File: config.mk
export PLATFORM = sky130hd
export DESIGN_NAME = load_merge_flat
export DESIGN_NICKNAME = d
export VERILOG_FILES = /design/src/dccm_pkg.sv /design/src/sb_ifs.sv /design/src/load_merge.sv /design/src/flat_wrapper.sv
export SDC_FILE = /design/constraint.sdc
export NUM_CORES = 1
export LEC_CHECK = 0
export BUFFER_PORTS_ARGS = -buffer_cell sky130_fd_sc_hd__buf_2
export CORE_UTILIZATION = 50
export DETAILED_ROUTE_END_ITERATION = 8
export PLACE_DENSITY = 0.83
export REMOVE_ABC_BUFFERS = 1
export SYNTH_ARGS = -nofsm -noshare
export SYNTH_HDL_FRONTEND = slang
export SYNTH_SLANG_ARGS = --single-unit
File: constraint.sdc
create_clock -name clk -period 3.1 [get_ports clk]
set_clock_uncertainty 0.2 [all_clocks]
set_input_delay 0.155 -clock clk [delete_from_list [all_inputs] [get_ports clk]]
set_output_delay 0.155 -clock clk [all_outputs]
set_load 0.01 [all_outputs]
File: src/dccm_pkg.sv
// DCCM controller shared definitions
package dccm_pkg;

   // --------------------------------------------------
   // data word geometry
   // --------------------------------------------------
   localparam int DATA_W  = 32;                   // data word width
   localparam int BYTE_W  = 8;                    // width of one byte lane
   localparam int BYTES_W = DATA_W / BYTE_W;      // byte lanes per word, 4
   localparam int LANE_W  = $clog2(BYTES_W);      // byte offset within a word

   // --------------------------------------------------
   // memory and store buffer sizing
   // --------------------------------------------------
   localparam int ADDR_W   = 10;                  // word address, 1024 words
   localparam int SB_DEPTH = 4;                   // store buffer entries
   localparam int SB_PTR_W = 2;                   // store buffer pointer width
   localparam int SB_CNT_W = SB_PTR_W + 1;        // occupancy counts 0..SB_DEPTH

   // --------------------------------------------------
   // front end FSM encoding
   // --------------------------------------------------
   localparam int FE_STATE_W = 2;
   localparam logic [FE_STATE_W-1:0] FE_IDLE = 2'd0;   // waiting for a host request
   localparam logic [FE_STATE_W-1:0] FE_LOAD = 2'd1;   // load in the read pipe
   localparam logic [FE_STATE_W-1:0] FE_FULL = 2'd2;   // store held off by full buffer
   localparam logic [FE_STATE_W-1:0] FE_SACK = 2'd3;   // store ack cycle

   // one data word, seen whole or lane by lane
   typedef union packed {
      logic [DATA_W-1:0]              word;
      logic [BYTES_W-1:0][BYTE_W-1:0] bytes;
   } dccm_word_u;

endpackage

File: src/sb_ifs.sv


// load lookup against pending stores
interface sb_fwd_if;
   logic [dccm_pkg::ADDR_W-1:0]   fwd_addr;       // word address of the load
   logic [dccm_pkg::DATA_W-1:0]   fwd_data;       // newest pending byte per lane
   logic [dccm_pkg::BYTES_W-1:0]  fwd_sel;        // lanes that hit in the buffer

   modport req (
      output fwd_addr
   );

   modport buffer (
      input  fwd_addr,
      output fwd_data, fwd_sel
   );

   modport mon (
      input  fwd_data, fwd_sel
   );
endinterface

File: src/load_merge.sv
// Load data merge and alignment
module load_merge (
   input  logic                         clk,
   input  logic                         arst_n,
   input  logic                         issue,
   input  logic [dccm_pkg::BYTES_W-1:0] issue_sel,
   sb_fwd_if.mon                        fwd,
   input  logic [dccm_pkg::DATA_W-1:0]  ram_rd_data,
   output logic [dccm_pkg::DATA_W-1:0]  load_data
);

   dccm_pkg::dccm_word_u         fwd_data_q;
   logic [dccm_pkg::BYTES_W-1:0] fwd_sel_q;
   logic [dccm_pkg::BYTES_W-1:0] keep_q;           // result lanes after the shift
   logic [dccm_pkg::LANE_W-1:0]  shift;
   logic [dccm_pkg::LANE_W-1:0]  shift_q;
   logic                         merge_vld;        // memory data arrives this cycle

   dccm_pkg::dccm_word_u         ram_word;
   dccm_pkg::dccm_word_u         merged;
   dccm_pkg::dccm_word_u         shifted;
   dccm_pkg::dccm_word_u         result;

   // lowest selected lane is the byte offset
   always_comb begin
      shift = '0;
      for (int i = dccm_pkg::BYTES_W - 1; i >= 0; i--) begin
         if (issue_sel[i]) begin
            shift = i[dccm_pkg::LANE_W-1:0];
         end
      end
   end

   // --------------------------------------------------
   // issue stage capture
   // --------------------------------------------------
   always_ff @(posedge clk) begin
      if (issue) begin
         fwd_data_q.word <= fwd.fwd_data;
         fwd_sel_q       <= fwd.fwd_sel;
         shift_q         <= shift;
         keep_q          <= issue_sel >> shift;   // access size, right-justified
      end
   end

   always_ff @(posedge clk or negedge arst_n) begin
      if (!arst_n) begin
         merge_vld <= 1'b0;
      end else begin
         merge_vld <= issue;
      end
   end

   // --------------------------------------------------
   // merge, align and zero the upper bytes
   // --------------------------------------------------
   assign ram_word.word = ram_rd_data;

   always_comb begin
      for (int i = 0; i < dccm_pkg::BYTES_W; i++) begin
         merged.bytes[i] = fwd_sel_q[i] ? fwd_data_q.bytes[i] : ram_word.bytes[i];
      end
   end

   assign shifted.word = merged.word >> (dccm_pkg::BYTE_W * shift_q);

   always_comb begin
      for (int i = 0; i < dccm_pkg::BYTES_W; i++) begin
         result.bytes[i] = keep_q[i] ? shifted.bytes[i] : '0;
      end
   end

   always_ff @(posedge clk) begin
      if (merge_vld) begin
         load_data <= result.word;                // shows with the ack
      end
   end

endmodule

File: src/flat_wrapper.sv
// flat-port wrapper written by rule: the top's interface ports become plain ports
module load_merge_flat 
  (clk, arst_n, issue, issue_sel, ram_rd_data, load_data, fwd_fwd_data, fwd_fwd_sel);
  sb_fwd_if fwd_i ();
  input  logic clk;
  input  logic arst_n;
  input  logic issue;
  input  logic [dccm_pkg::BYTES_W-1:0] issue_sel;
  input  logic [dccm_pkg::DATA_W-1:0] ram_rd_data;
  output logic [dccm_pkg::DATA_W-1:0] load_data;
  input wire logic [$bits(fwd_i.fwd_data)-1:0] fwd_fwd_data;
  input wire logic [$bits(fwd_i.fwd_sel)-1:0] fwd_fwd_sel;
  assign fwd_i.fwd_data = fwd_fwd_data;
  assign fwd_i.fwd_sel = fwd_fwd_sel;
  load_merge u_core (.clk(clk), .arst_n(arst_n), .issue(issue), .issue_sel(issue_sel), .fwd(fwd_i), .ram_rd_data(ram_rd_data), .load_data(load_data));
endmodule
## Word-level counts from Yosys, hierarchy flattened

Cells that the tools add are included.

- Add/sub/neg operators: 0
- Multipliers: 0
- Div/mod/pow operators: 0
- $lt $le $gt $ge: 0
- Equal/unequal tests: 0
- Shifts and indexed selects: 2
- Multiplexer cells: 8
- Bitwise logic cells: 0
- Reductions and logical operators: 0

Operators with widths:

| operator | number |
|---|---|
| 2-to-1 mux 8 bit | 4 |
| right shift 32 x 5 -> 32 bit | 1 |
| 2-to-1 mux 2 bit | 4 |
| right shift 4 x 2 -> 4 bit | 1 |

- Register bits: 75
- Latch bits: 0
- Memory bits (writable): 0
- Memory bits (read-only): 0
- Input bits: 75
- Output and inout port bits: 32
- Logic and storage cells: 19
- Memories: 0

## Longest topological paths before layout

Gate-level depths: netlist of run 1.

- Depth in word-level cells: 5
- Depth in mapped cells: 6
- Depth with buffers taken out: 3

## Worst setup path after synthesis of run 1

Ideal clock, no wire load.

- Path kind: register to register
- From: register u_core.shift_q[0] (netlist name)
- To: register u_core.load_data[0] (netlist name) (data pin)
- Library setup time: 270 ps
- Arrival time: 1,150 ps
- Required time: 2,630 ps
- Path slack: 1,480 ps
- Cell stages (with the launch flop): 7
- Path buffers: 3
- Period minus slack after synthesis: 1,620 ps
- Path through: edfxtp_1 buf_6 or2_1 buf_6 buf_6 o221ai_1 a21oi_1

- Cells in the longest elaborated chain, start to end: 1

Ends and longest elaborated chain:

| what | line | text |
|---|---|---|
| start: declaration | load_merge.sv:16 | `logic [dccm_pkg::LANE_W-1:0] shift_q;` |
| start signal: assignment | load_merge.sv:41 | `shift_q <= shift;` |
| right shift 32 x 5 -> 32 bit | load_merge.sv:65 | `assign shifted.word = merged.word >> (dccm_pkg::BYTE_W * shift_q);` |
| end signal: assignment | load_merge.sv:75 | `load_data <= result.word;` |
| end: declaration | load_merge.sv:9 | `output logic [dccm_pkg::DATA_W-1:0] load_data` |

Every way passes these cells.
A chain may end at the register's enable or synchronous reset.

## Final worst setup path of run 1

- From: input issue_sel[2] (netlist name)
- To: register u_core.keep_q[0] (netlist name) (data pin)

- Cells in the longest elaborated chain, start to end: 4

Ends and longest elaborated chain:

| what | line | text |
|---|---|---|
| start: declaration | flat_wrapper.sv:8 | `input logic [dccm_pkg::BYTES_W-1:0] issue_sel;` |
| 2-to-1 mux 2 bit (3 in a row) | load_merge.sv:28 | `if (issue_sel[i]) begin` |
| right shift 4 x 2 -> 4 bit * | load_merge.sv:42 | `keep_q <= issue_sel >> shift;` |
| end signal: assignment | load_merge.sv:42 |  |
| end: declaration | load_merge.sv:14 | `logic [dccm_pkg::BYTES_W-1:0] keep_q;` |

Every way passes the cells marked *; elsewhere a longest branch is shown, timed or not.

==> results of run 1 <==
[final cells by class]
| cell class | count | area, um2 |
|---|---|---|
| Multi-Input combinational cell | 122 | 907 |
| Timing Repair Buffer | 153 | 996 |
| Sequential cell | 75 | 2250 |
| Clock inverter | 5 | 22.5 |
| Fill cell | 467 | 1910 |
| Inverter | 2 | 7.51 |
| Clock buffer | 9 | 124 |
| Tap cell | 77 | 96.3 |
[sequential cells by signal, summed over array words and instances (netlist names)]
register / cells
u_core.fwd_sel_q: 4
u_core.load_data: 32
u_core.fwd_data_q: 32
u_core.shift_q: 2
u_core.merge_vld: 1
u_core.keep_q: 4
[synth_stat cells]
| master | number |
|---|---|
| o21ai_0 | 1 |
| mux2i_1 | 16 |
| or2_1 | 1 |
| nand2_1 | 4 |
| clkbuf_2 | 2 |
| nor2_1 | 22 |
| buf_4 | 2 |
| buf_6 | 3 |
| o21a_1 | 8 |
| o2bb2ai_1 | 2 |
| clkbuf_1 | 3 |
| and2_1 | 7 |
| mux2_2 | 24 |
| edfxtp_1 | 74 |
| nor3_1 | 1 |
| o22ai_1 | 6 |
| nor2b_1 | 1 |
| a21oi_1 | 11 |
| buf_1 | 2 |
| dfrtp_1 | 1 |
| o221ai_1 | 8 |
| a211oi_1 | 8 |
| nand2b_1 | 2 |
| buf_2 | 3 |
| inv_1 | 2 |
[tightest hold or removal path, cell delays in order]
cell and delay [ps]:
buf_2 80, mux2i_1 120, nor2_1 120
[stage by stage]
step / power, mW / utilization, % / hold WS (ps) / cells
6_report: 2.17 / 69.7 / 48.0 / 443
5_1_grt: 2.24 / 69.7 / 67.7 / 443
4_1_cts: 2.17 / 69.7 / 40.9 / 443
3_5_place_dp: 1.54 / 60.2 / -268 / 384
3_3_place_gp: 1.53 / 60.2 / -268 / 384
2_1_floorplan: 1.41 / - / -341 / 199
[power breakdown]
group	switching, mW	internal, mW	total [mW]
Sequential	0.0408	1.20	1.24
Combinational	0.156	0.169	0.325
Clock	0.328	0.272	0.600
[logic make-up after synthesis]
| group | Yosys count | share of synthesized area, % |
|---|---|---|
| compound gates | 44 | 9.38 |
| buf+inv | 17 | 3.08 |
| flops | 75 | 69.1 |
| mux | 40 | 13.2 |
| simple gates | 38 | 5.27 |
[placed cells by master, fill, tap and decap left out, drive strengths merged]
| master | netlist | routed |
|---|---|---|
| o2bb2ai | 2 | 2 |
| nor2b | 1 | 1 |
| edfxtp | 74 | 74 |
| buf | 10 | 108 |
| inv | 2 | 2 |
| and2 | 7 | 7 |
| o221ai | 8 | 8 |
| mux2 | 24 | 24 |
| or2 | 1 | 1 |
| dlygate4sd3 | 0 | 45 |
| o22ai | 6 | 6 |
| nand2 | 4 | 4 |
| o21ai | 1 | 1 |
| clkinv | 0 | 5 |
| nor2 | 22 | 22 |
| nor3 | 1 | 1 |
| nand2b | 2 | 2 |
| clkbuf | 5 | 9 |
| dfrtp | 1 | 1 |
| a21oi | 11 | 11 |
| mux2i | 16 | 16 |
| a211oi | 8 | 8 |
| o21a | 8 | 8 |
[metal layers]
metal | share of wire, % | vias to the layer above | track usage [%] | routed length [um]
met1 | 37 | 1122 | 25.6 | 2720
li1 | - | 1123 | - | -
met4 | 3.1 | 0 | 12.4 | 232
met3 | 5.5 | 22 | 4.07 | 412
met5 | 0 | - | 0 | 0
met2 | 55 | 88 | 43.2 | 4070
[what timing repair did]
action,4_1_cts,5_1_grt
endpoints found under the hold margin,42,0
setup buffers,0,0
hold buffers,45,0
[worst paths after layout]
check,end,slack [ps],cells past startpoint,from
max,u_core.keep_q[0],830,6,issue_sel[2]
min in group asynchronous,u_core.merge_vld,440,3,arst_n
min reg2reg,u_core.load_data[27],490,2,u_core.fwd_data_q[27]
max in group asynchronous,u_core.merge_vld,2160,3,arst_n
min,u_core.load_data[27],50,3,ram_rd_data[27]
max reg2reg,u_core.load_data[12],1100,4,u_core.shift_q[0]
==> out/metrics.cfg, run 1 <==
[outcome]
status=complete, no violations

[finish]
drive_above_1_share_pct=39.3
fin_area_um2=4400
nNetsFinal=438
n_antenna_cell=0
layout-area-overhead-vs-synth_pct=35.2

[global_route]
grt_pass1_wl_um=11400
grt.overflow.total=0
grt_max_degree=44
antenna_found_initial=0
grt_pass1_vias=2465
grt_usage_pct=23.5

[synthesis]
synthCells=214
post_synth_main_area_contributors=edfxtp_1 (68%), mux2_2 (8.3%), mux2i_1 (4.9%), nor2_1 (2.5%), o221ai_1 (2.2%)
synth_seq_area_share_pct=69.1
syn-cell-area_um2=3250
netlist.area_leader.share_pct=68.3
syn_area_per_cell_um2=15.2
yosys_warnings=0
synth.ff_latch_count=75
synth.distinct_cells=25
synth_top_area_cell=edfxtp_1

[clocking]
clk_latency_ps=340
post_cts_resized=0
cts_buffers=9
clk_pin_slew_ps=80
cts.sinks=75
htree_levels=3
cts_tree=yes
cts_buffer_depth=2
clockRootBuffer=clkbuf_8

[placed_design]
dp_slack_ps=1120
io_buffers=106
place_area_um2=3800
dpl.hpwl_um=4880
gp_routability_congestion=0.845

[timing]
setup_viol=0
tightest_slew_ps=978
clock.fmax_ghz=0.441
maxSlewViolCount=0
final-hold-violation-count=0
period_minus_slack_ps=2270
setup_ws_ps=832
relSlewSlack_pct=34.8
fin_crit_sh_pct=73.2
final.setup.tns_ps=0
rsz0062_at_grt=no

[drt]
via_count=2355
firstDrtPassIters=4
vias_per_cell=5.32
wl_um=7440
ant_nets=0
route.detailed.drc=0
wl_per_cell_um=16.8
drt_iter0_markers=113

[floorplanning]
num_rows=29
start_util_pct=51.5
die_h_um=82.7
pin_count=107
core_area_um2=6310
die_w_um=82.7
die_area_um2=6840

[power_and_ir_drop]
peakVddDrop_mv=0.360
p_per_area_nw_per_um2=492
leakage_nw=1.84

[setup_path]
cp_slowest_cell=dlygate4sd3_1
crit_required_ps=2990
crit_path_start_kind=input pin
crit_type=input pin to register
end_kind=register
critPathTopFamily=buffers and inverters
crit_buf_inv=4
slowest_delay_ps=560
cpMostUsedCell=dlygate4sd3_1
crit_path_max_fanout=3
cp_cell_sequence=dlygate4sd3_1, buf_2, nor2_1, dlygate4sd3_1, nand2_1, dlygate4sd3_1
arrival_ps=2160

[run]
maxCapViolCount=0

[min_path]
hp-class=input pin to register

No activity file was read; power rests on OpenSTA's default activity.
==> run 2: changes to the inputs <==
Clock period 3.1 ns to 2.1 ns, I/O delays scaled along.
==> out/metrics.cfg, run 2 (synthesis results as in run 1) <==
[finish]
post-route-util_pct=72.3
nNetsFinal=450
stdcell_count=457
reg_top3=u_core.fwd_data_q (32), u_core.load_data (32)
final_cell_mix=buf_2 (106), edfxtp_1 (74), dlygate4sd3_1 (51), mux2_2 (24), nor2_1 (22)
layout-area-overhead-vs-synth_pct=40.3
final_common_cell=buf_2
fin_area_um2=4560
n_antenna_cell=0
drive_above_1_share_pct=40.5

[clocking]
cts_tree=yes
clk_pin_slew_ps=80
postCtsSetupRepairBufs=0
cts.sinks=75
postCtsHoldBufs=51
htree_levels=3
cts_buffers=9
clk_latency_ps=350
clockRootBuffer=clkbuf_8
post_cts_resized=0
cts_buffer_depth=2

[drt]
route.detailed.drc=0
via_count=2423
drt_iter0_markers=161
ant_nets=0
wl_um=8010
wl_per_cell_um=17.5
vias_per_cell=5.30
firstDrtPassIters=4

[timing]
maxSlewViolCount=0
tightest_slew_ps=627
setup_viol=0
relSlewSlack_pct=58.2
clock.fmax_ghz=0.527
period_minus_slack_ps=1900
setup_ws_ps=202
holdWs_ps=29.2
fin_crit_sh_pct=90.4
rsz0062_at_grt=no
final.setup.tns_ps=0
final-hold-violation-count=0

[global_route]
grt_pass1_vias=2565
grt_usage_pct=24.9
grt_pass1_wl_um=11800
grt.overflow.total=0
grt_max_degree=33
antenna_found_initial=0

[min_path]
hp-class=input pin to register
holdPathStages=3

[setup_path]
reg2reg_depth=3
cp_cell_sequence=mux2i_1, o22ai_1, o21a_1
slowest_delay_ps=630
worstSetupPathDepth=3
crit_required_ps=2010
crit_type=register to register
crit_path_start_kind=register
crit_buf_inv=0
crit_path_max_fanout=8
cp_slowest_cell=edfxtp_1
arrival_ps=1810
end_kind=register
critPathTopFamily=flip-flops

[placed_design]
gp_routability_congestion=0.911
dpl.hpwl_um=5250
place_area_um2=3860
dp.cells=390
io_buffers=106
dp_slack_ps=255

[power_and_ir_drop]
power.total_mw=3.44
peakVddDrop_mv=0.613
leakage_nw=1.91
p_per_area_nw_per_um2=754

[floorplanning]
pin_count=107
core_area_um2=6310
die_w_um=82.7
start_util_pct=51.5
die_area_um2=6840
num_rows=29
die_h_um=82.7

[outcome]
status=complete, no violations

[run]
maxCapViolCount=0

[run 2: cell count changes in the layout (fill, tap and decap cells not counted)]
| cell | previous run | this run |
|---|---|---|
| dlygate4sd3_1 | 45 | 51 |
| clkinvlp_4 | 0 | 2 |
| bufinv_16 | 0 | 1 |
| clkinv_4 | 0 | 1 |
| clkinv_1 | 2 | 0 |
| buf_12 | 0 | 1 |
| buf_4 | 2 | 7 |
[run 2: path summary, 6_finish.rpt]
kind	startpoint	to	slack, ps
worst max-delay path	u_core.fwd_sel_q[3]	u_core.load_data[15]	200
min in group asynchronous	arst_n	u_core.merge_vld	410
worst max register to register	u_core.fwd_sel_q[3]	u_core.load_data[15]	200
max in group asynchronous	arst_n	u_core.merge_vld	1190
worst min-delay path	ram_rd_data[31]	u_core.load_data[31]	30
worst min register to register	u_core.fwd_data_q[25]	u_core.load_data[25]	480
[run 2: per-layer routing]
metal  wire length, um  GRT usage (%)
met5                 0              0
met1              3100           27.6
met4               107           12.4
met3               373           4.51
met2              4440           45.6
[run 2: area by class of cell]
cell class	count	area, um2
clock buffers	9	124
clock inverters	7	68.8
fillers	432	1750
inverters	2	7.51
multi-input cells	122	907
flip-flops and latches	75	2250
well taps	77	96.3
repair buffers	165	1110
[run 2: report_power, final]
part / switching (mW) / total (mW) / internal [mW]
Clock: 0.553 / 1.10 / 0.544
Combinational: 0.248 / 0.519 / 0.271
Sequential: 0.0531 / 1.82 / 1.77
[run 2: tightest hold or removal path, stage by stage]
cell	delay (ps)
buf_2	80
mux2i_1	140
nor2_1	130
==> run 3: changes to the inputs <==
Settings changed: CORE_MARGIN from default to 3, GPL_TIMING_DRIVEN from default to 0.
==> out/metrics.cfg, run 3 (synthesis results as in run 1) <==
[clocking]
cts.sinks=75
cts_buffer_depth=2
cts_tree=yes
clk_latency_ps=340
htree_levels=3
cts_buffers=9
clk_pin_slew_ps=80
clockRootBuffer=clkbuf_8

[setup_path]
crit_buf_inv=0
critPathTopFamily=flip-flops
crit_path_start_kind=register
crit_type=register to register
cp_slowest_cell=edfxtp_1
end_kind=register
arrival_ps=1850
slowest_delay_ps=630
crit_path_max_fanout=16
crit_required_ps=1980
cp_cell_sequence=or2_2, o221ai_1, a21oi_1

[min_path]
hp-class=input pin to register

[drt]
wl_um=8100
wl_per_cell_um=18.3
via_count=2382
firstDrtPassIters=4
drt_iter0_markers=201
ant_nets=0
route.detailed.drc=0
vias_per_cell=5.36

[finish]
final_cell_mix=buf_2 (106), edfxtp_1 (74), dlygate4sd3_1 (48), mux2_2 (24), nor2_1 (22)
post-route-util_pct=72.6
final_common_cell=buf_2
layout-area-overhead-vs-synth_pct=36.0
nNetsFinal=440
fin_area_um2=4430
reg_top3=u_core.fwd_data_q (32), u_core.load_data (32)
n_antenna_cell=0
drive_above_1_share_pct=39.3
stdcell_count=444

[outcome]
status=complete, no violations

[global_route]
grt_usage_pct=23.1
antenna_found_initial=0
grt.overflow.total=0
grt_max_degree=44
grt_pass1_vias=2604
grt_pass1_wl_um=12800

[timing]
setup_viol=0
setup_ws_ps=133
fin_crit_sh_pct=93.7
period_minus_slack_ps=1970
clock.fmax_ghz=0.508
final-hold-violation-count=0
tightest_slew_ps=1340
maxSlewViolCount=0
rsz0062_at_grt=no
relSlewSlack_pct=10.8

[power_and_ir_drop]
p_per_area_nw_per_um2=728
power_frac_comb_pct=14.6
switching_share_pct=24.3
leakage_nw=1.85
seq_power_share_pct=57.5
internal-power_mw=2.44
clkPwrFrac_pct=27.9
switchingPower_uw=783
peakVddDrop_mv=0.509

[placed_design]
dpl.hpwl_um=5320
dp.cells=380
io_buffers=106
gp_routability_congestion=0.755
dp_slack_ps=-247
place_area_um2=3790

[floorplanning]
start_util_pct=53.4
pin_count=107
die_w_um=86.7
die_h_um=86.7
num_rows=28
die_area_um2=7510
core_area_um2=6100

[run]
maxCapViolCount=0

-- run 3: repair_timing --
item,in CTS,in global routing
hold buffers,48,0
setup buffers,1,0
endpoints found under the hold margin,47,0
gates resized for setup,2,0
endpoints found under the setup margin,16,0
-- run 3: power by group through the flow --
| stage | Combinational [mW] | Clock [mW] | Sequential, mW |
|---|---|---|---|
| after floorplan | 0.192 | 0 | 1.88 |
| after CTS | 0.468 | 0.907 | 1.85 |
| after global placement | 0.373 | 0 | 1.88 |
| final | 0.470 | 0.900 | 1.85 |
| after detailed placement | 0.389 | 0 | 1.89 |
| after global routing | 0.514 | 0.977 | 1.87 |
-- run 3: metal layers --
metal / vias up / track usage [%] / wire [um]
met5: - / 0 / 0
met4: 0 / 10.5 / 179
met3: 18 / 3.90 / 411
met2: 93 / 41.7 / 4430
met1: 1141 / 26.6 / 3090
li1: 1130 / - / -
-- run 3: final cells by class --
cell class	instances	area [um2]
Clock buffer	11	131
Clock inverter	4	18.8
Fill cell	420	1670
Inverter	2	7.51
Multi-Input combinational cell	122	910
Sequential cell	75	2250
Tap cell	75	93.8
Timing Repair Buffer	155	1020
-- run 3: stage by stage --
| stage | setup TNS (ps) | power [mW] | hold WS [ps] |
|---|---|---|---|
| after floorplan | 0 | 2.08 | -391 |
| after global placement | -2740 | 2.26 | -318 |
| after detailed placement | -3230 | 2.28 | -317 |
| after CTS | 0 | 3.23 | 2.14 |
| after global routing | 0 | 3.36 | 18.1 |
| final | 0 | 3.22 | 13.2 |
-- run 3: final timing paths --
path | from | endpoint | slack [ps] | cells past startpoint
worst max-delay path | u_core.shift_q[1] | u_core.load_data[0] | 130 | 3
worst min-delay path | ram_rd_data[27] | u_core.load_data[27] | 10 | 3
worst max register to register | u_core.shift_q[1] | u_core.load_data[0] | 130 | 3
worst min register to register | u_core.fwd_data_q[31] | u_core.load_data[31] | 450 | 2
max in group asynchronous | arst_n | u_core.merge_vld | 1190 | 3
min in group asynchronous | arst_n | u_core.merge_vld | 410 | 3
-- run 3: worst reg2reg max path, stage by stage (launching register included) --
cell	delay [ps]
edfxtp_1	630
or2_2	540
o221ai_1	260
a21oi_1	70
