**src/dccm_pkg.sv**
```systemverilog
// DCCM controller shared definitions
package dccm_pkg;

   // --------------------------------------------------
   // data word geometry
   // --------------------------------------------------
   localparam int DATA_W  = 32;                   // data word width
   localparam int BYTE_W  = 8;                    // width of one byte lane
   localparam int BYTES_W = DATA_W / BYTE_W;      // byte lanes per word, 4
   localparam int LANE_W  = $clog2(BYTES_W);      // byte offset within a word

   // --------------------------------------------------
   // memory and store buffer sizing
   // --------------------------------------------------
   localparam int ADDR_W   = 10;                  // word address, 1024 words
   localparam int SB_DEPTH = 4;                   // store buffer entries
   localparam int SB_PTR_W = 2;                   // store buffer pointer width
   localparam int SB_CNT_W = SB_PTR_W + 1;        // occupancy counts 0..SB_DEPTH

   // --------------------------------------------------
   // front end FSM encoding
   // --------------------------------------------------
   localparam int FE_STATE_W = 2;
   localparam logic [FE_STATE_W-1:0] FE_IDLE = 2'd0;   // waiting for a host request
   localparam logic [FE_STATE_W-1:0] FE_LOAD = 2'd1;   // load in the read pipe
   localparam logic [FE_STATE_W-1:0] FE_FULL = 2'd2;   // store held off by full buffer
   localparam logic [FE_STATE_W-1:0] FE_SACK = 2'd3;   // store ack cycle

   // one data word, seen whole or lane by lane
   typedef union packed {
      logic [DATA_W-1:0]              word;
      logic [BYTES_W-1:0][BYTE_W-1:0] bytes;
   } dccm_word_u;

endpackage

```
**src/sb_ifs.sv**
```systemverilog
// Store buffer interfaces

// oldest store buffer entry offered to the memory port
interface sb_drain_if;
   logic                          drain_req;      // oldest entry valid
   logic [dccm_pkg::ADDR_W-1:0]   drain_addr;
   logic [dccm_pkg::DATA_W-1:0]   drain_data;
   logic [dccm_pkg::BYTES_W-1:0]  drain_sel;
   logic                          drain_grant;    // entry retires when both high

   modport buffer (
      output drain_req, drain_addr, drain_data, drain_sel,
      input  drain_grant
   );

   modport arb (
      input  drain_req, drain_addr, drain_data, drain_sel,
      output drain_grant
   );
endinterface

// load lookup against pending stores
interface sb_fwd_if;
   logic [dccm_pkg::ADDR_W-1:0]   fwd_addr;       // word address of the load
   logic [dccm_pkg::DATA_W-1:0]   fwd_data;       // newest pending byte per lane
   logic [dccm_pkg::BYTES_W-1:0]  fwd_sel;        // lanes that hit in the buffer

   modport req (
      output fwd_addr
   );

   modport buffer (
      input  fwd_addr,
      output fwd_data, fwd_sel
   );

   modport mon (
      input  fwd_data, fwd_sel
   );
endinterface

```
**src/store_buffer.sv**
```systemverilog
// Store buffer with forwarding lookup
module store_buffer (
   input  logic                         clk,
   input  logic                         arst_n,
   input  logic                         enq,
   input  logic [dccm_pkg::ADDR_W-1:0]  enq_addr,
   input  logic [dccm_pkg::DATA_W-1:0]  enq_data,
   input  logic [dccm_pkg::BYTES_W-1:0] enq_sel,
   output logic                         full,
   sb_drain_if.buffer                   drain,
   sb_fwd_if.buffer                     fwd
);

   logic [dccm_pkg::ADDR_W-1:0]  ent_addr [dccm_pkg::SB_DEPTH];
   dccm_pkg::dccm_word_u         ent_data [dccm_pkg::SB_DEPTH];
   logic [dccm_pkg::BYTES_W-1:0] ent_sel  [dccm_pkg::SB_DEPTH];

   logic [dccm_pkg::SB_PTR_W-1:0] wr_ptr;
   logic [dccm_pkg::SB_PTR_W-1:0] rd_ptr;          // oldest entry
   logic [dccm_pkg::SB_CNT_W-1:0] count;
   logic                          push;
   logic                          pop;

   dccm_pkg::dccm_word_u          fwd_word;
   logic [dccm_pkg::BYTES_W-1:0]  fwd_lanes;

   assign full = (int'(count) == dccm_pkg::SB_DEPTH);
   assign push = enq & ~full;                       // a same-edge drain does not free a slot
   assign pop  = drain.drain_req & drain.drain_grant;

   // --------------------------------------------------
   // FIFO control
   // --------------------------------------------------
   always_ff @(posedge clk or negedge arst_n) begin
      if (!arst_n) begin
         wr_ptr <= '0;
         rd_ptr <= '0;
         count  <= '0;
      end else begin
         if (push) begin
            wr_ptr <= wr_ptr + 1'b1;               // wraps with the pointer width
         end
         if (pop) begin
            rd_ptr <= rd_ptr + 1'b1;
         end
         if (push && !pop) begin
            count <= count + 1'b1;
         end else if (pop && !push) begin
            count <= count - 1'b1;
         end
      end
   end

   always_ff @(posedge clk) begin
      if (push) begin
         ent_addr[wr_ptr]      <= enq_addr;
         ent_data[wr_ptr].word <= enq_data;
         ent_sel[wr_ptr]       <= enq_sel;
      end
   end

   assign drain.drain_req  = (count != '0);
   assign drain.drain_addr = ent_addr[rd_ptr];
   assign drain.drain_data = ent_data[rd_ptr].word;
   assign drain.drain_sel  = ent_sel[rd_ptr];

   // --------------------------------------------------
   // byte-wise forwarding, oldest to newest
   // --------------------------------------------------
   always_comb begin
      logic [dccm_pkg::SB_PTR_W-1:0] idx;
      fwd_word.word = '0;
      fwd_lanes     = '0;
      for (int i = 0; i < dccm_pkg::SB_DEPTH; i++) begin
         idx = rd_ptr + i[dccm_pkg::SB_PTR_W-1:0];
         if ((i < int'(count)) && (ent_addr[idx] == fwd.fwd_addr)) begin
            for (int b = 0; b < dccm_pkg::BYTES_W; b++) begin
               if (ent_sel[idx][b]) begin
                  fwd_word.bytes[b] = ent_data[idx].bytes[b];   // newer entry overrides
                  fwd_lanes[b]      = 1'b1;
               end
            end
         end
      end
   end

   assign fwd.fwd_data = fwd_word.word;
   assign fwd.fwd_sel  = fwd_lanes;

endmodule

```
**src/flat_wrapper.sv**
```systemverilog
// flat-port wrapper written by rule: the top's interface ports become plain ports
module store_buffer_flat 
  (clk, arst_n, enq, enq_addr, enq_data, enq_sel, full, drain_drain_req, drain_drain_addr, drain_drain_data, drain_drain_sel, drain_drain_grant, fwd_fwd_addr, fwd_fwd_data, fwd_fwd_sel);
  sb_drain_if drain_i ();
  sb_fwd_if fwd_i ();
  input  logic clk;
  input  logic arst_n;
  input  logic enq;
  input  logic [dccm_pkg::ADDR_W-1:0] enq_addr;
  input  logic [dccm_pkg::DATA_W-1:0] enq_data;
  input  logic [dccm_pkg::BYTES_W-1:0] enq_sel;
  output logic full;
  output wire logic [$bits(drain_i.drain_req)-1:0] drain_drain_req;
  output wire logic [$bits(drain_i.drain_addr)-1:0] drain_drain_addr;
  output wire logic [$bits(drain_i.drain_data)-1:0] drain_drain_data;
  output wire logic [$bits(drain_i.drain_sel)-1:0] drain_drain_sel;
  input wire logic [$bits(drain_i.drain_grant)-1:0] drain_drain_grant;
  input wire logic [$bits(fwd_i.fwd_addr)-1:0] fwd_fwd_addr;
  output wire logic [$bits(fwd_i.fwd_data)-1:0] fwd_fwd_data;
  output wire logic [$bits(fwd_i.fwd_sel)-1:0] fwd_fwd_sel;
  assign drain_drain_req = drain_i.drain_req;
  assign drain_drain_addr = drain_i.drain_addr;
  assign drain_drain_data = drain_i.drain_data;
  assign drain_drain_sel = drain_i.drain_sel;
  assign drain_i.drain_grant = drain_drain_grant;
  assign fwd_i.fwd_addr = fwd_fwd_addr;
  assign fwd_fwd_data = fwd_i.fwd_data;
  assign fwd_fwd_sel = fwd_i.fwd_sel;
  store_buffer u_core (.clk(clk), .arst_n(arst_n), .enq(enq), .enq_addr(enq_addr), .enq_data(enq_data), .enq_sel(enq_sel), .full(full), .drain(drain_i), .fwd(fwd_i));
endmodule
```
**config.mk**
```make
export PLATFORM = sky130hd
export DESIGN_NAME = store_buffer_flat
export DESIGN_NICKNAME = d
export VERILOG_FILES = /design/src/dccm_pkg.sv /design/src/sb_ifs.sv /design/src/store_buffer.sv /design/src/flat_wrapper.sv
export SDC_FILE = /design/constraint.sdc
export NUM_CORES = 1
export LEC_CHECK = 0
export BUFFER_PORTS_ARGS = -buffer_cell sky130_fd_sc_hd__clkbuf_2
export CAP_MARGIN = 5
export CORE_MARGIN = 2
export CORE_UTILIZATION = 30
export DETAILED_ROUTE_END_ITERATION = 8
export PLACE_DENSITY = 0.5
export SETUP_SLACK_MARGIN = 0.3
export SLEW_MARGIN = 20
export SYNTH_ARGS = -nofsm -noshare
export SYNTH_HDL_FRONTEND = slang
export SYNTH_SLANG_ARGS = --single-unit
```
**constraint.sdc**
```tcl
create_clock -name clk -period 5.78 [get_ports clk]
set_clock_uncertainty 0.05 [all_clocks]
set_input_delay 0.867 -clock clk [delete_from_list [all_inputs] [get_ports clk]]
set_output_delay 0.867 -clock clk [all_outputs]
set_load 0.02 [all_outputs]
```
After elaboration in Yosys (flattened, before gate mapping)
Memories as Yosys holds them, arrays and structs flattened.
Index checks and enable logic that the tools add are counted.
{ "totals": {"register_bits": 7, "latchBits": 0, "ram_bits": 184, "mem_bits_ro": 0, "input_bits": 60, "elab_cells": 78, "n_memories": 3} }
{ "memory_table": {"columns": ["name", "words", "word_bits", "read_ports", "rd_clocked_by_memory_dff", "wr", "line_no", "text"], "rows": [
  ["u_core.ent_data", 4, 32, 4, 0, 1, "store_buffer.sv:15", "dccm_pkg::dccm_word_u ent_data [dccm_pkg::SB_DEPTH];"],
  ["u_core.ent_addr", 4, 10, 4, 0, 1, "store_buffer.sv:14", "logic [dccm_pkg::ADDR_W-1:0] ent_addr [dccm_pkg::SB_DEPTH];"],
  ["u_core.ent_sel", 4, 4, 4, 0, 1, "store_buffer.sv:16", "logic [dccm_pkg::BYTES_W-1:0] ent_sel [dccm_pkg::SB_DEPTH];"]
]} }
{ "classes": {"addsub": 6, "mul": 0, "n_div": 0, "order_cmp": 4, "eq_ne": 5, "shift": 0, "mux": 44, "bitwise": 3, "reduce_logical": 10} }
{ "op_table": {"columns": ["cell", "n"], "rows": [
  ["two-way mux 32 bit", 4],
  ["two-way mux 8 bit", 16],
  ["equality test 10 bit", 4],
  ["two-way mux 1 bit", 18],
  ["two-way mux 4 bit", 4],
  ["logical AND 1 bit", 6],
  ["less-than comparator 1 x 3 -> 1 bit, first input constant", 2],
  ["less-than comparator 2 x 3 -> 1 bit, first input constant", 2],
  ["two-way mux 3 bit", 2],
  ["adder 2 x 1 -> 2 bit, second input constant", 2],
  ["adder 2 bit, second input constant", 2],
  ["adder 3 x 1 -> 3 bit, second input constant", 1],
  ["equality test 3 bit, second input constant", 1],
  ["nonzero test 3 bit", 1],
  ["subtractor 3 x 1 -> 3 bit, second input constant", 1],
  ["bitwise AND 1 bit", 2],
  ["logical NOT 1 bit", 2],
  ["nonzero test 2 bit", 1],
  ["NOT 1 bit", 1]
]} }

Longest topological paths before layout
Gate-level depths: netlist of run 1.
An unclocked memory read counts as a cell.
{ "depth": {"ltp_word": 10, "mapped_depth": 12, "ltp_nobuf": 8} }

Worst setup path before layout of run 1
OpenSTA, ideal clock, no wires.
{ "synth_timing": {"path_type": "input-to-output", "startpoint": "input fwd_fwd_addr[3]", "endpoint": "output fwd_fwd_data[0]", "arrival_time_ps": 3266, "t_required_ps": 4863, "setup_slack_ps": 1597, "cell_stages": 8, "path_buffers": 2, "path_cell_list": "buf_1 o22ai_1 a2111oi_0 o22a_1 and3_1 clkbuf_1 a211oi_1 a221oi_1"} }
{ "synth_via": {"elab_chain_len": 9, "elab_cells_between_ends": 15, "cone_classes": "eq/ne: 4; mux: 7; reduce/logical: 4"} }
{ "synth_rtl": {"columns": ["element", "line_no", "text"], "rows": [
  ["start: declaration", "flat_wrapper.sv:18", "input wire logic [$bits(fwd_i.fwd_addr)-1:0] fwd_fwd_addr;"],
  ["equality test 10 bit", "store_buffer.sv:76", "if ((i < int'(count)) && (ent_addr[idx] == fwd.fwd_addr)) begin"],
  ["logical AND 1 bit", "store_buffer.sv:76", null],
  ["two-way mux 32 bit", "store_buffer.sv:76", null],
  ["two-way mux 8 bit", "store_buffer.sv:78", "if (ent_sel[idx][b]) begin"],
  ["two-way mux 32 bit", "store_buffer.sv:76", null],
  ["two-way mux 8 bit", "store_buffer.sv:78", null],
  ["two-way mux 32 bit", "store_buffer.sv:76", null],
  ["two-way mux 8 bit", "store_buffer.sv:78", null],
  ["two-way mux 32 bit *", "store_buffer.sv:76", null],
  ["end: declaration", "flat_wrapper.sv:19", "output wire logic [$bits(fwd_i.fwd_data)-1:0] fwd_fwd_data;"]
]} }
Mark *: on every way between the ends. The rest lies on a longest branch, timed or not.

Final worst setup path of run 1
{ "layout_timing": {"startpoint": "register u_core.rd_ptr[1] in the netlist's numbering", "endpoint": "output fwd_fwd_data[6]"} }
{ "layout_via": {"elab_chain_len": 10, "elab_cells_between_ends": 22, "cone_classes": "add/sub: 3; eq/ne: 4; mux: 8; reduce/logical: 4; memory: 3"} }
{ "layout_rtl": {"columns": ["element", "line_no", "text"], "rows": [
  ["start: declaration", "store_buffer.sv:19", "logic [dccm_pkg::SB_PTR_W-1:0] rd_ptr;"],
  ["start signal: assignment", "store_buffer.sv:44", "rd_ptr <= rd_ptr + 1'b1;"],
  ["parallel branches: the longest is 9 deep, another holds memory (4 x 10 bit)", null, null],
  ["two-way mux 32 bit *", "store_buffer.sv:76", null]
]} }
Mark *: on every way between the ends.

==> results.cfg, run 1 <==
[global_routing]
grt.total_usage_pct = 15.81
busiest_layer = met2
gr-total-overflow = 0
grt_pass1_vias = 8221
global_route.usage.met3_pct = 3.579
grt_util_met2_pct = 26.64
grt_pass1_wl_mm = 49.71
antenna_found_initial = 1
met1_usage_pct = 20.17
grt_start_max_net_pins = 67

[timing]
max_freq_ghz = 0.1925
maxSlewHeadroom_pct = 32.46
tightestPinTransition_ns = 1.013
layout_min_cycle_time_ns = 5.195
final-setup-viol-count = 0
finalCritPeriodShare_pct = 89.88
finalMaxSlewViolations = 0
rsz0062_at_grt = false
final.setup.tns_ns = 0
hold_viol_final = 0

[cts]
cts_tree = done
cts_buffers = 17
htree_levels = 4
clockRootBuffer = clkbuf_16
clockBufferDepth = 2
hold_buffers = 0
clk_latency_ns = 0.45
cts_setup_buffers = 0
cts.sinks = 191
clk_pin_slew_ns = 0.07

[logic_synthesis]
syn-num-nets = 993
yosys-top-cells-area = edfxtp_1 45%, mux4_2 14%, mux2i_1 10%
synthDistinctLibCells = 56
synth.yosys.seq_area_share_pct = 46.84
ys_ff_latch = 191
synth_edf_count = 184
synth_top_cell_area_share_pct = 45.40
synth_cells = 924
async_flop_share_pct = 3.665
ys_warn_count = 0
netlist_area_um2 = 12170
synth_flop_cell = edfxtp_1
synth_top_area_cell = edfxtp_1
syn_avg_cell_area_um2 = 13.17

[finish]
drive_gt1_share_pct = 31.81
nNetsFinal = 1103
syn2layout_area_growth_pct = 14.81
fillers = 3857

[place]
port_buffers = 143
dpl.hpwl_mm = 22.52
gp_congestion = 0.7882

[floorplanning]
num_io_pins = 144
chipHeight_um = 205.4
die_x_um = 205.4
core_um2 = 39910
num_rows = 73
initial_utilization_pct = 30.49
die-area_um2 = 42200

[setup_path]
critical_path_class = register to output pin
start_kind = register
worstPathRequired_ns = 4.86
crit_path_end_kind = output pin
arrival_ns = 4.28
critPathMaxFanout = 49

[drt]
wire_per_inst_um = 20.82
drcViolationCount = 0
routed_wl_mm = 32.75
vias = 8343
drt-initial-drc-count = 445
first_pass_iters = 5
antenna_left = 0
via_per_inst = 5.304

[run]
maxCapViolCount = 0

[power_and_ir_drop]
p_per_area_nw_per_um2 = 492.3
p_leak_nw = 5.002
finalPower_w = 0.006879
peakVddDrop_uv = 342.7

[min_path]
worstHoldPathType = input pin to asynchronous set/reset pin

[status]
outcome = completed
[path summary, 6_finish.rpt]
path | from | endpoint | slack, ns | cells past startpoint
worst max-delay path | u_core.rd_ptr[1] | fwd_fwd_data[6] | 0.58 | 9
worst min-delay path | arst_n | u_core.wr_ptr[0] | 0.20 | 1
worst max register to register | u_core.count[0] | u_core.ent_data[2][21] | 2.66 | 6
worst min register to register | u_core.count[1] | u_core.count[1] | 0.53 | 2
max in group asynchronous | arst_n | u_core.rd_ptr[1] | 5.28 | 1
min in group clk | u_core.count[1] | u_core.count[1] | 0.53 | 2
[per-layer routing]
metal  wire (um)  vias up  share of wire (%)
li1            -     3884                  -
met1       14590     4237                 45
met2       16000      191                 49
met3        1669       29                5.1
met4         477        2                1.5
met5          14        -              0.043
[cell families after synthesis]
logic type                 count (synthesis)  synth area share [%]
AOI/OAI and AO/OA                        145                 9.376
xor gates and xnor gates                  48                 3.454
DFF                                      191                 46.84
muxes                                    228                 26.77
and+or+nand+nor                          212                 8.985
buffers and inverters                     91                 3.650
adders and majority gates                  9                0.9253
[layout make-up]
class                   instances  area, um^2  share of cell area [%]
diodes                          1       2.502                 0.01791
well taps                     525       656.9                   4.701
inverters                      19       71.32                  0.5104
repair buffers                163       882.1                   6.313
clock inverters                14       185.2                   1.325
multi-input cells             642        6038                   43.21
clock buffers                  18       429.2                   3.071
flip-flops and latches        191        5708                   40.85
[state kept, by name, summed over array words and instances, names as in the netlist]
register	cells
u_core.ent_data	128
u_core.ent_addr	40
u_core.wr_ptr	2
u_core.count	3
u_core.ent_sel	16
u_core.rd_ptr	2
[placed cells by master, fill, tap and decap left out, drive strengths merged, types with 5 or more instances in the layout]
cell type  count
nor4          11
a31oi          6
nand2b        15
ha             9
nand4          5
or3            6
mux2i        123
mux4          75
and2           8
dfrtp          7
nor3          35
mux2          30
edfxtp       184
o21ai         31
nor2b         12
clkinv         6
a21oi         18
clkbuf       161
buf           20
nand2         79
inv           22
or2            8
nor2          19
and3           6
a221oi        25
a211oi        32
xnor2         44
[timing repair]
item / 4_1_cts / 5_1_grt
hold endpoints to repair: 0 / 0
endpoints found under the setup margin: 0 / 9
gates resized for setup: 0 / 3
[power breakdown]
part	total (W)	internal (W)	switching (W)
logic	0.00355	0.00150	0.00205
registers	0.00209	0.00184	0.000251
clock network	0.00124	0.000689	0.000553
total	0.00688	0.00403	0.00285
[synth_stat cells, drive strengths merged, types with 7 or more instances]
cell and instances:
inv 19, xnor2 44, nor3 35, nor2 19, buf 45, mux4 75
or2 8, nor2b 12, edfxtp 184, nand2 79, mux2i 123, a221oi 25
nor4 11, dfrtp 7, and2 8, a211oi 32, mux2 30, clkbuf 27
a21oi 18, ha 9, nand2b 15, o21ai 31
[through the flow]
stage / util (%) / instances / area (um^2) / setup slack (ns) / hold slack (ns)
floorplan: - / 924 / 12170 / 1.597 / 0.4638
global placement: 33.45 / 1540 / 13350 / 1.067 / 0.5128
detailed placement: 33.45 / 1540 / 13350 / 1.020 / 0.5243
CTS: 34.99 / 1572 / 13960 / 0.5158 / 0.1712
global route: 35.00 / 1572 / 13970 / 0.3266 / 0.1850
finish: 35.01 / 1573 / 13970 / 0.5848 / 0.2019
[worst max-delay path, cell delays in order, from the launching register on]
cell      delay [ns]
dfrtp_4         0.73
buf_12          0.34
mux4_2          0.39
xnor2_1         0.16
nand4_1         0.21
or3_1           0.57
a311oi_4        0.58
nand2_1         0.10
a221oi_1        0.45
clkbuf_2        0.25
Power figures use the tool's default switching activity.
==> inputs of run 2 (changes only) <==
RECOVER_POWER = 50   (was default)
==> results.cfg, run 2 (synthesis results as in run 1) <==
[drt]
routed_wl_mm = 32.76
drcViolationCount = 0
wire_per_inst_um = 20.83
via_per_inst = 5.315
vias = 8361
drt-initial-drc-count = 435
first_pass_iters = 6
antenna_left = 0

[finish]
final_cell_mix = 184 x edfxtp_1, 123 x mux2i_1, 94 x clkbuf_2, 79 x nand2_1, 75 x mux4_2
final_common_cell = edfxtp_1
final_cell_count_no_fill = 1573
drive_gt1_share_pct = 26.93
syn2layout_area_growth_pct = 14.29
reg_top3 = u_core.ent_data x128, u_core.ent_addr x40, u_core.ent_sel x16
regMostFlops = u_core.ent_data
fillers = 3870
nNetsFinal = 1103
fin_util_pct = 34.85
largest_reg_flops = 128

[cts]
clockBufferDepth = 2
cts_tree = done
cts.sinks = 191
clockRootBuffer = clkbuf_16
clk_latency_ns = 0.45
htree_levels = 4
cts_buffers = 17
clk_pin_slew_ns = 0.07

[setup_path]
crit_path_end_kind = output pin
worstPathRequired_ns = 4.86
critPathMaxFanout = 49
worstReg2RegStart = u_core.count[0]
rr_worst_depth = 6
arrival_ns = 4.27
r2r_slack_ns = 1.68
slowest_delay_ns = 0.73
r2r_end = u_core.ent_data[0][18]
start_kind = register
path_cells = buf_12, mux4_2, xnor2_1, nand4_1, or3_1, a311oi_4, nand2_1, a221oi_1, clkbuf_2
critical_path_class = register to output pin
crit_path_top_delay_cell = dfrtp_4

[place]
gp_congestion = 0.7882
port_buffers = 143
dpl.hpwl_mm = 22.52
dp_cells = 1540

[floorplanning]
die_x_um = 205.4
num_rows = 73
die-area_um2 = 42200
core_um2 = 39910
initial_utilization_pct = 30.49
num_io_pins = 144
chipHeight_um = 205.4

[power_and_ir_drop]
p_leak_nw = 4.852
peakVddDrop_uv = 343.6
p_per_area_nw_per_um2 = 494.3

[run]
maxCapViolCount = 2

[timing]
tightestPinTransition_ns = 1.987
layout_min_cycle_time_ns = 5.182
finalMaxSlewViolations = 42
finalCritPeriodShare_pct = 89.66
hold_viol_final = 0
final-setup-viol-count = 0
final.setup.tns_ns = 0
max_freq_ghz = 0.1930
rsz0062_at_grt = false
maxSlewHeadroom_pct = -32.57

[status]
outcome = finished, violations left
violations = max-capacitance violations, max-slew violations

[global_routing]
gr-total-overflow = 0
grt.total_usage_pct = 15.81
grt_pass1_wl_mm = 49.71
grt_start_max_net_pins = 67
grt_pass1_vias = 8221
antenna_found_initial = 1

[min_path]
worstHoldPathType = input pin to asynchronous set/reset pin
-- run 2: cell counts in the layout (fill, tap and decap cells not counted) --
No cell type changed its count.
-- run 2: per-layer routing --
metal	GRT usage, %	up-vias	wire length, um
met2	26.64	219	15990
met5	0	-	13
met4	4.985	2	491
li1	-	3883	-
met1	20.17	4221	14340
met3	3.579	36	1926
-- run 2: worst max path at each step --
stage                     startpoint          endpoint  slack (ns)  cells after the start
finish              u_core.rd_ptr[1]   fwd_fwd_data[6]        0.60                      9
global route        u_core.rd_ptr[1]   fwd_fwd_data[6]        0.33                      9
CTS                 u_core.rd_ptr[0]  fwd_fwd_data[17]        0.52                      7
detailed placement  u_core.rd_ptr[0]  fwd_fwd_data[17]        1.02                      7
global placement    u_core.rd_ptr[0]   fwd_fwd_data[1]        1.07                      8
floorplan            fwd_fwd_addr[3]   fwd_fwd_data[0]        1.60                      8
-- run 2: layout make-up --
| cell class | instances | area, um^2 | share of cell area, % |
|---|---|---|---|
| multi-input combinational | 642 | 6036 | 43.39 |
| sequential | 191 | 5708 | 41.04 |
| inverter | 19 | 71.32 | 0.5127 |
| clock inverter | 14 | 185.2 | 1.331 |
| antenna | 1 | 2.502 | 0.01799 |
| tap | 525 | 656.9 | 4.722 |
| timing repair buffer | 163 | 820.8 | 5.901 |
| clock buffer | 18 | 429.2 | 3.085 |
-- run 2: critical path, delay by kind of cell (launching register included) --
family,cells,cell delay (ns)
AOI/OAI and AO/OA,2,1.02
and+or+nand+nor,3,0.88
DFF,1,0.73
buffers and inverters,2,0.58
muxes,1,0.39
xor gates and xnor gates,1,0.16
-- run 2: stage by stage --
step	hold slack [ns]	setup WS, ns	cell area (um^2)	total power (W)
after global placement	0.5128	1.067	13350	0.005687
after global routing	0.2758	0.3266	13910	0.007329
after CTS	0.1712	0.5158	13960	0.006953
after floorplan	0.4638	1.597	12170	0.004871
final	0.2570	0.5978	13910	0.006875
after detailed placement	0.5243	1.020	13350	0.005695
-- run 2: what timing repair did --
item | CTS | global route
endpoints found under the setup margin | 0 | 9
resized for setup | 0 | 3
hold buffers | 0 | 0
buffers inserted | 0 | 0
-- run 2: power by group --
group	internal [W]	switching (W)	total, W
clock	0.000689	0.000555	0.00124
combinational	0.00149	0.00205	0.00354
sequential	0.00184	0.000251	0.00209
total	0.00403	0.00285	0.00688
==> inputs of run 3 (changes only) <==
BUFFER_PORTS_ARGS = -buffer_cell sky130_fd_sc_hd__buf_2   (was -buffer_cell sky130_fd_sc_hd__clkbuf_2)
==> results.cfg, run 3 (synthesis results as in run 1) <==
[floorplanning]
num_io_pins = 144
chipHeight_um = 205.4
core_um2 = 39910
initial_utilization_pct = 30.49
die-area_um2 = 42200
die_x_um = 205.4
num_rows = 73

[timing]
tightestPinTransition_ns = 1.897
hold_viol_final = 0
max_freq_ghz = 0.1924
maxSlewHeadroom_pct = -26.57
final-setup-viol-count = 0
layout_min_cycle_time_ns = 5.197
final.setup.tns_ns = 0
finalMaxSlewViolations = 42
rsz0062_at_grt = false
finalCritPeriodShare_pct = 89.91

[finish]
fillers = 3892
nNetsFinal = 1105
largest_reg_flops = 128
final_cell_mix = 184 x edfxtp_1, 123 x mux2i_1, 94 x buf_2, 79 x nand2_1, 75 x mux4_2
regMostFlops = u_core.ent_data
syn2layout_area_growth_pct = 14.51
drive_gt1_share_pct = 27.17
reg_top3 = u_core.ent_data x128, u_core.ent_addr x40, u_core.ent_sel x16
fin_util_pct = 34.91
final_common_cell = edfxtp_1

[place]
gp_congestion = 0.8145
dpl.hpwl_mm = 22.53
port_buffers = 143

[drt]
first_pass_iters = 4
wire_per_inst_um = 20.69
via_per_inst = 5.244
drcViolationCount = 0
drt-initial-drc-count = 466
routed_wl_mm = 32.59
antenna_left = 0
vias = 8260

[global_routing]
gr-total-overflow = 0
grt_pass1_vias = 8352
antenna_found_initial = 2
grt_pass1_wl_mm = 49.74
grt_start_max_net_pins = 98
grt.total_usage_pct = 15.79

[power_and_ir_drop]
p_per_area_nw_per_um2 = 490.5
finalPower_w = 0.006836
p_leak_nw = 4.887
peakVddDrop_uv = 261.5

[status]
violations = max-capacitance violations, max-slew violations
outcome = finished, violations left

[cts]
clk_pin_slew_ns = 0.07
cts_tree = done
clockBufferDepth = 2
clockRootBuffer = clkbuf_16
htree_levels = 4
cts.sinks = 191
cts_buffers = 17
clk_latency_ns = 0.44

[setup_path]
crit_path_top_delay_cell = dfrtp_4
critPathMaxFanout = 33
crit_path_end_kind = output pin
critical_path_class = register to output pin
rr_worst_depth = 6
r2r_end = u_core.ent_data[2][7]
worst-path-buf-inv = 2
path_cells = buf_4, mux4_2, xnor2_1, a21oi_1, o211ai_2, o32ai_4, a21oi_1, a221oi_1, buf_2
worstReg2RegStart = u_core.count[0]
worstPathRequired_ns = 4.86
r2r_slack_ns = 1.78
slowest_delay_ns = 0.76
worst_path_most_repeated_cell = a21oi_1
crit_family = compound AO/OA/AOI/OAI gates
start_kind = register
arrival_ns = 4.28

[min_path]
worstHoldPathType = input pin to asynchronous set/reset pin

[run]
maxCapViolCount = 2
[run 3: cell type report]
class / instances / area, um^2 / area share, %
Antenna cell: 1 / 2.502 / 0.01796
Clock buffer: 17 / 425.4 / 3.053
Clock inverter: 15 / 165.2 / 1.185
Inverter: 19 / 71.32 / 0.5118
Multi-Input combinational cell: 642 / 6042 / 43.36
Sequential cell: 191 / 5708 / 40.96
Tap cell: 525 / 656.9 / 4.714
Timing Repair Buffer: 165 / 864.6 / 6.204
[run 3: how the worst max path moves through the flow]
stage,from,end,cells after the start
2_1_floorplan,fwd_fwd_addr[3],fwd_fwd_data[0],8
3_3_place_gp,u_core.rd_ptr[1],fwd_fwd_data[16],9
3_5_place_dp,u_core.rd_ptr[1],fwd_fwd_data[22],9
4_1_cts,u_core.rd_ptr[1],fwd_fwd_data[22],9
5_1_grt,u_core.rd_ptr[1],fwd_fwd_data[13],9
6_report,u_core.rd_ptr[1],fwd_fwd_data[13],9
[run 3: per-stage QoR]
stage / setup slack, ns / hold slack [ns] / area, um^2 / cells
after floorplan: 1.597 / 0.4638 / 12170 / 924
after global placement: 0.8634 / 0.5026 / 13340 / 1538
after detailed placement: 0.8242 / 0.5033 / 13340 / 1538
after CTS: 0.3383 / 0.1732 / 13930 / 1570
after global routing: 0.3130 / 0.2784 / 13930 / 1574
final: 0.5830 / 0.2722 / 13940 / 1575
[run 3: report_power, final]
part | internal [W] | switching, W | total [W] | leakage (nW)
clock | 0.000643 | 0.000545 | 0.00119 | 0.276
combinational | 0.00151 | 0.00205 | 0.00356 | 2.85
sequential | 0.00184 | 0.000249 | 0.00209 | 1.76
total | 0.00399 | 0.00284 | 0.00684 | 4.89
[run 3: repair_timing]
| item | 4_1_cts | 5_1_grt |
|---|---|---|
| endpoints found under the setup margin | 0 | 9 |
| resized for setup | 0 | 3 |
| setup buffers | 0 | 4 |
| hold buffers | 0 | 0 |
[run 3: routing by layer]
metal | part of all wire, % | global-route usage [%] | vias up
li1 | - | - | 3883
met1 | 45 | 20.21 | 4168
met2 | 49 | 26.71 | 179
met3 | 4.8 | 3.437 | 28
met4 | 1.6 | 4.779 | 2
met5 | 0.040 | 0 | -
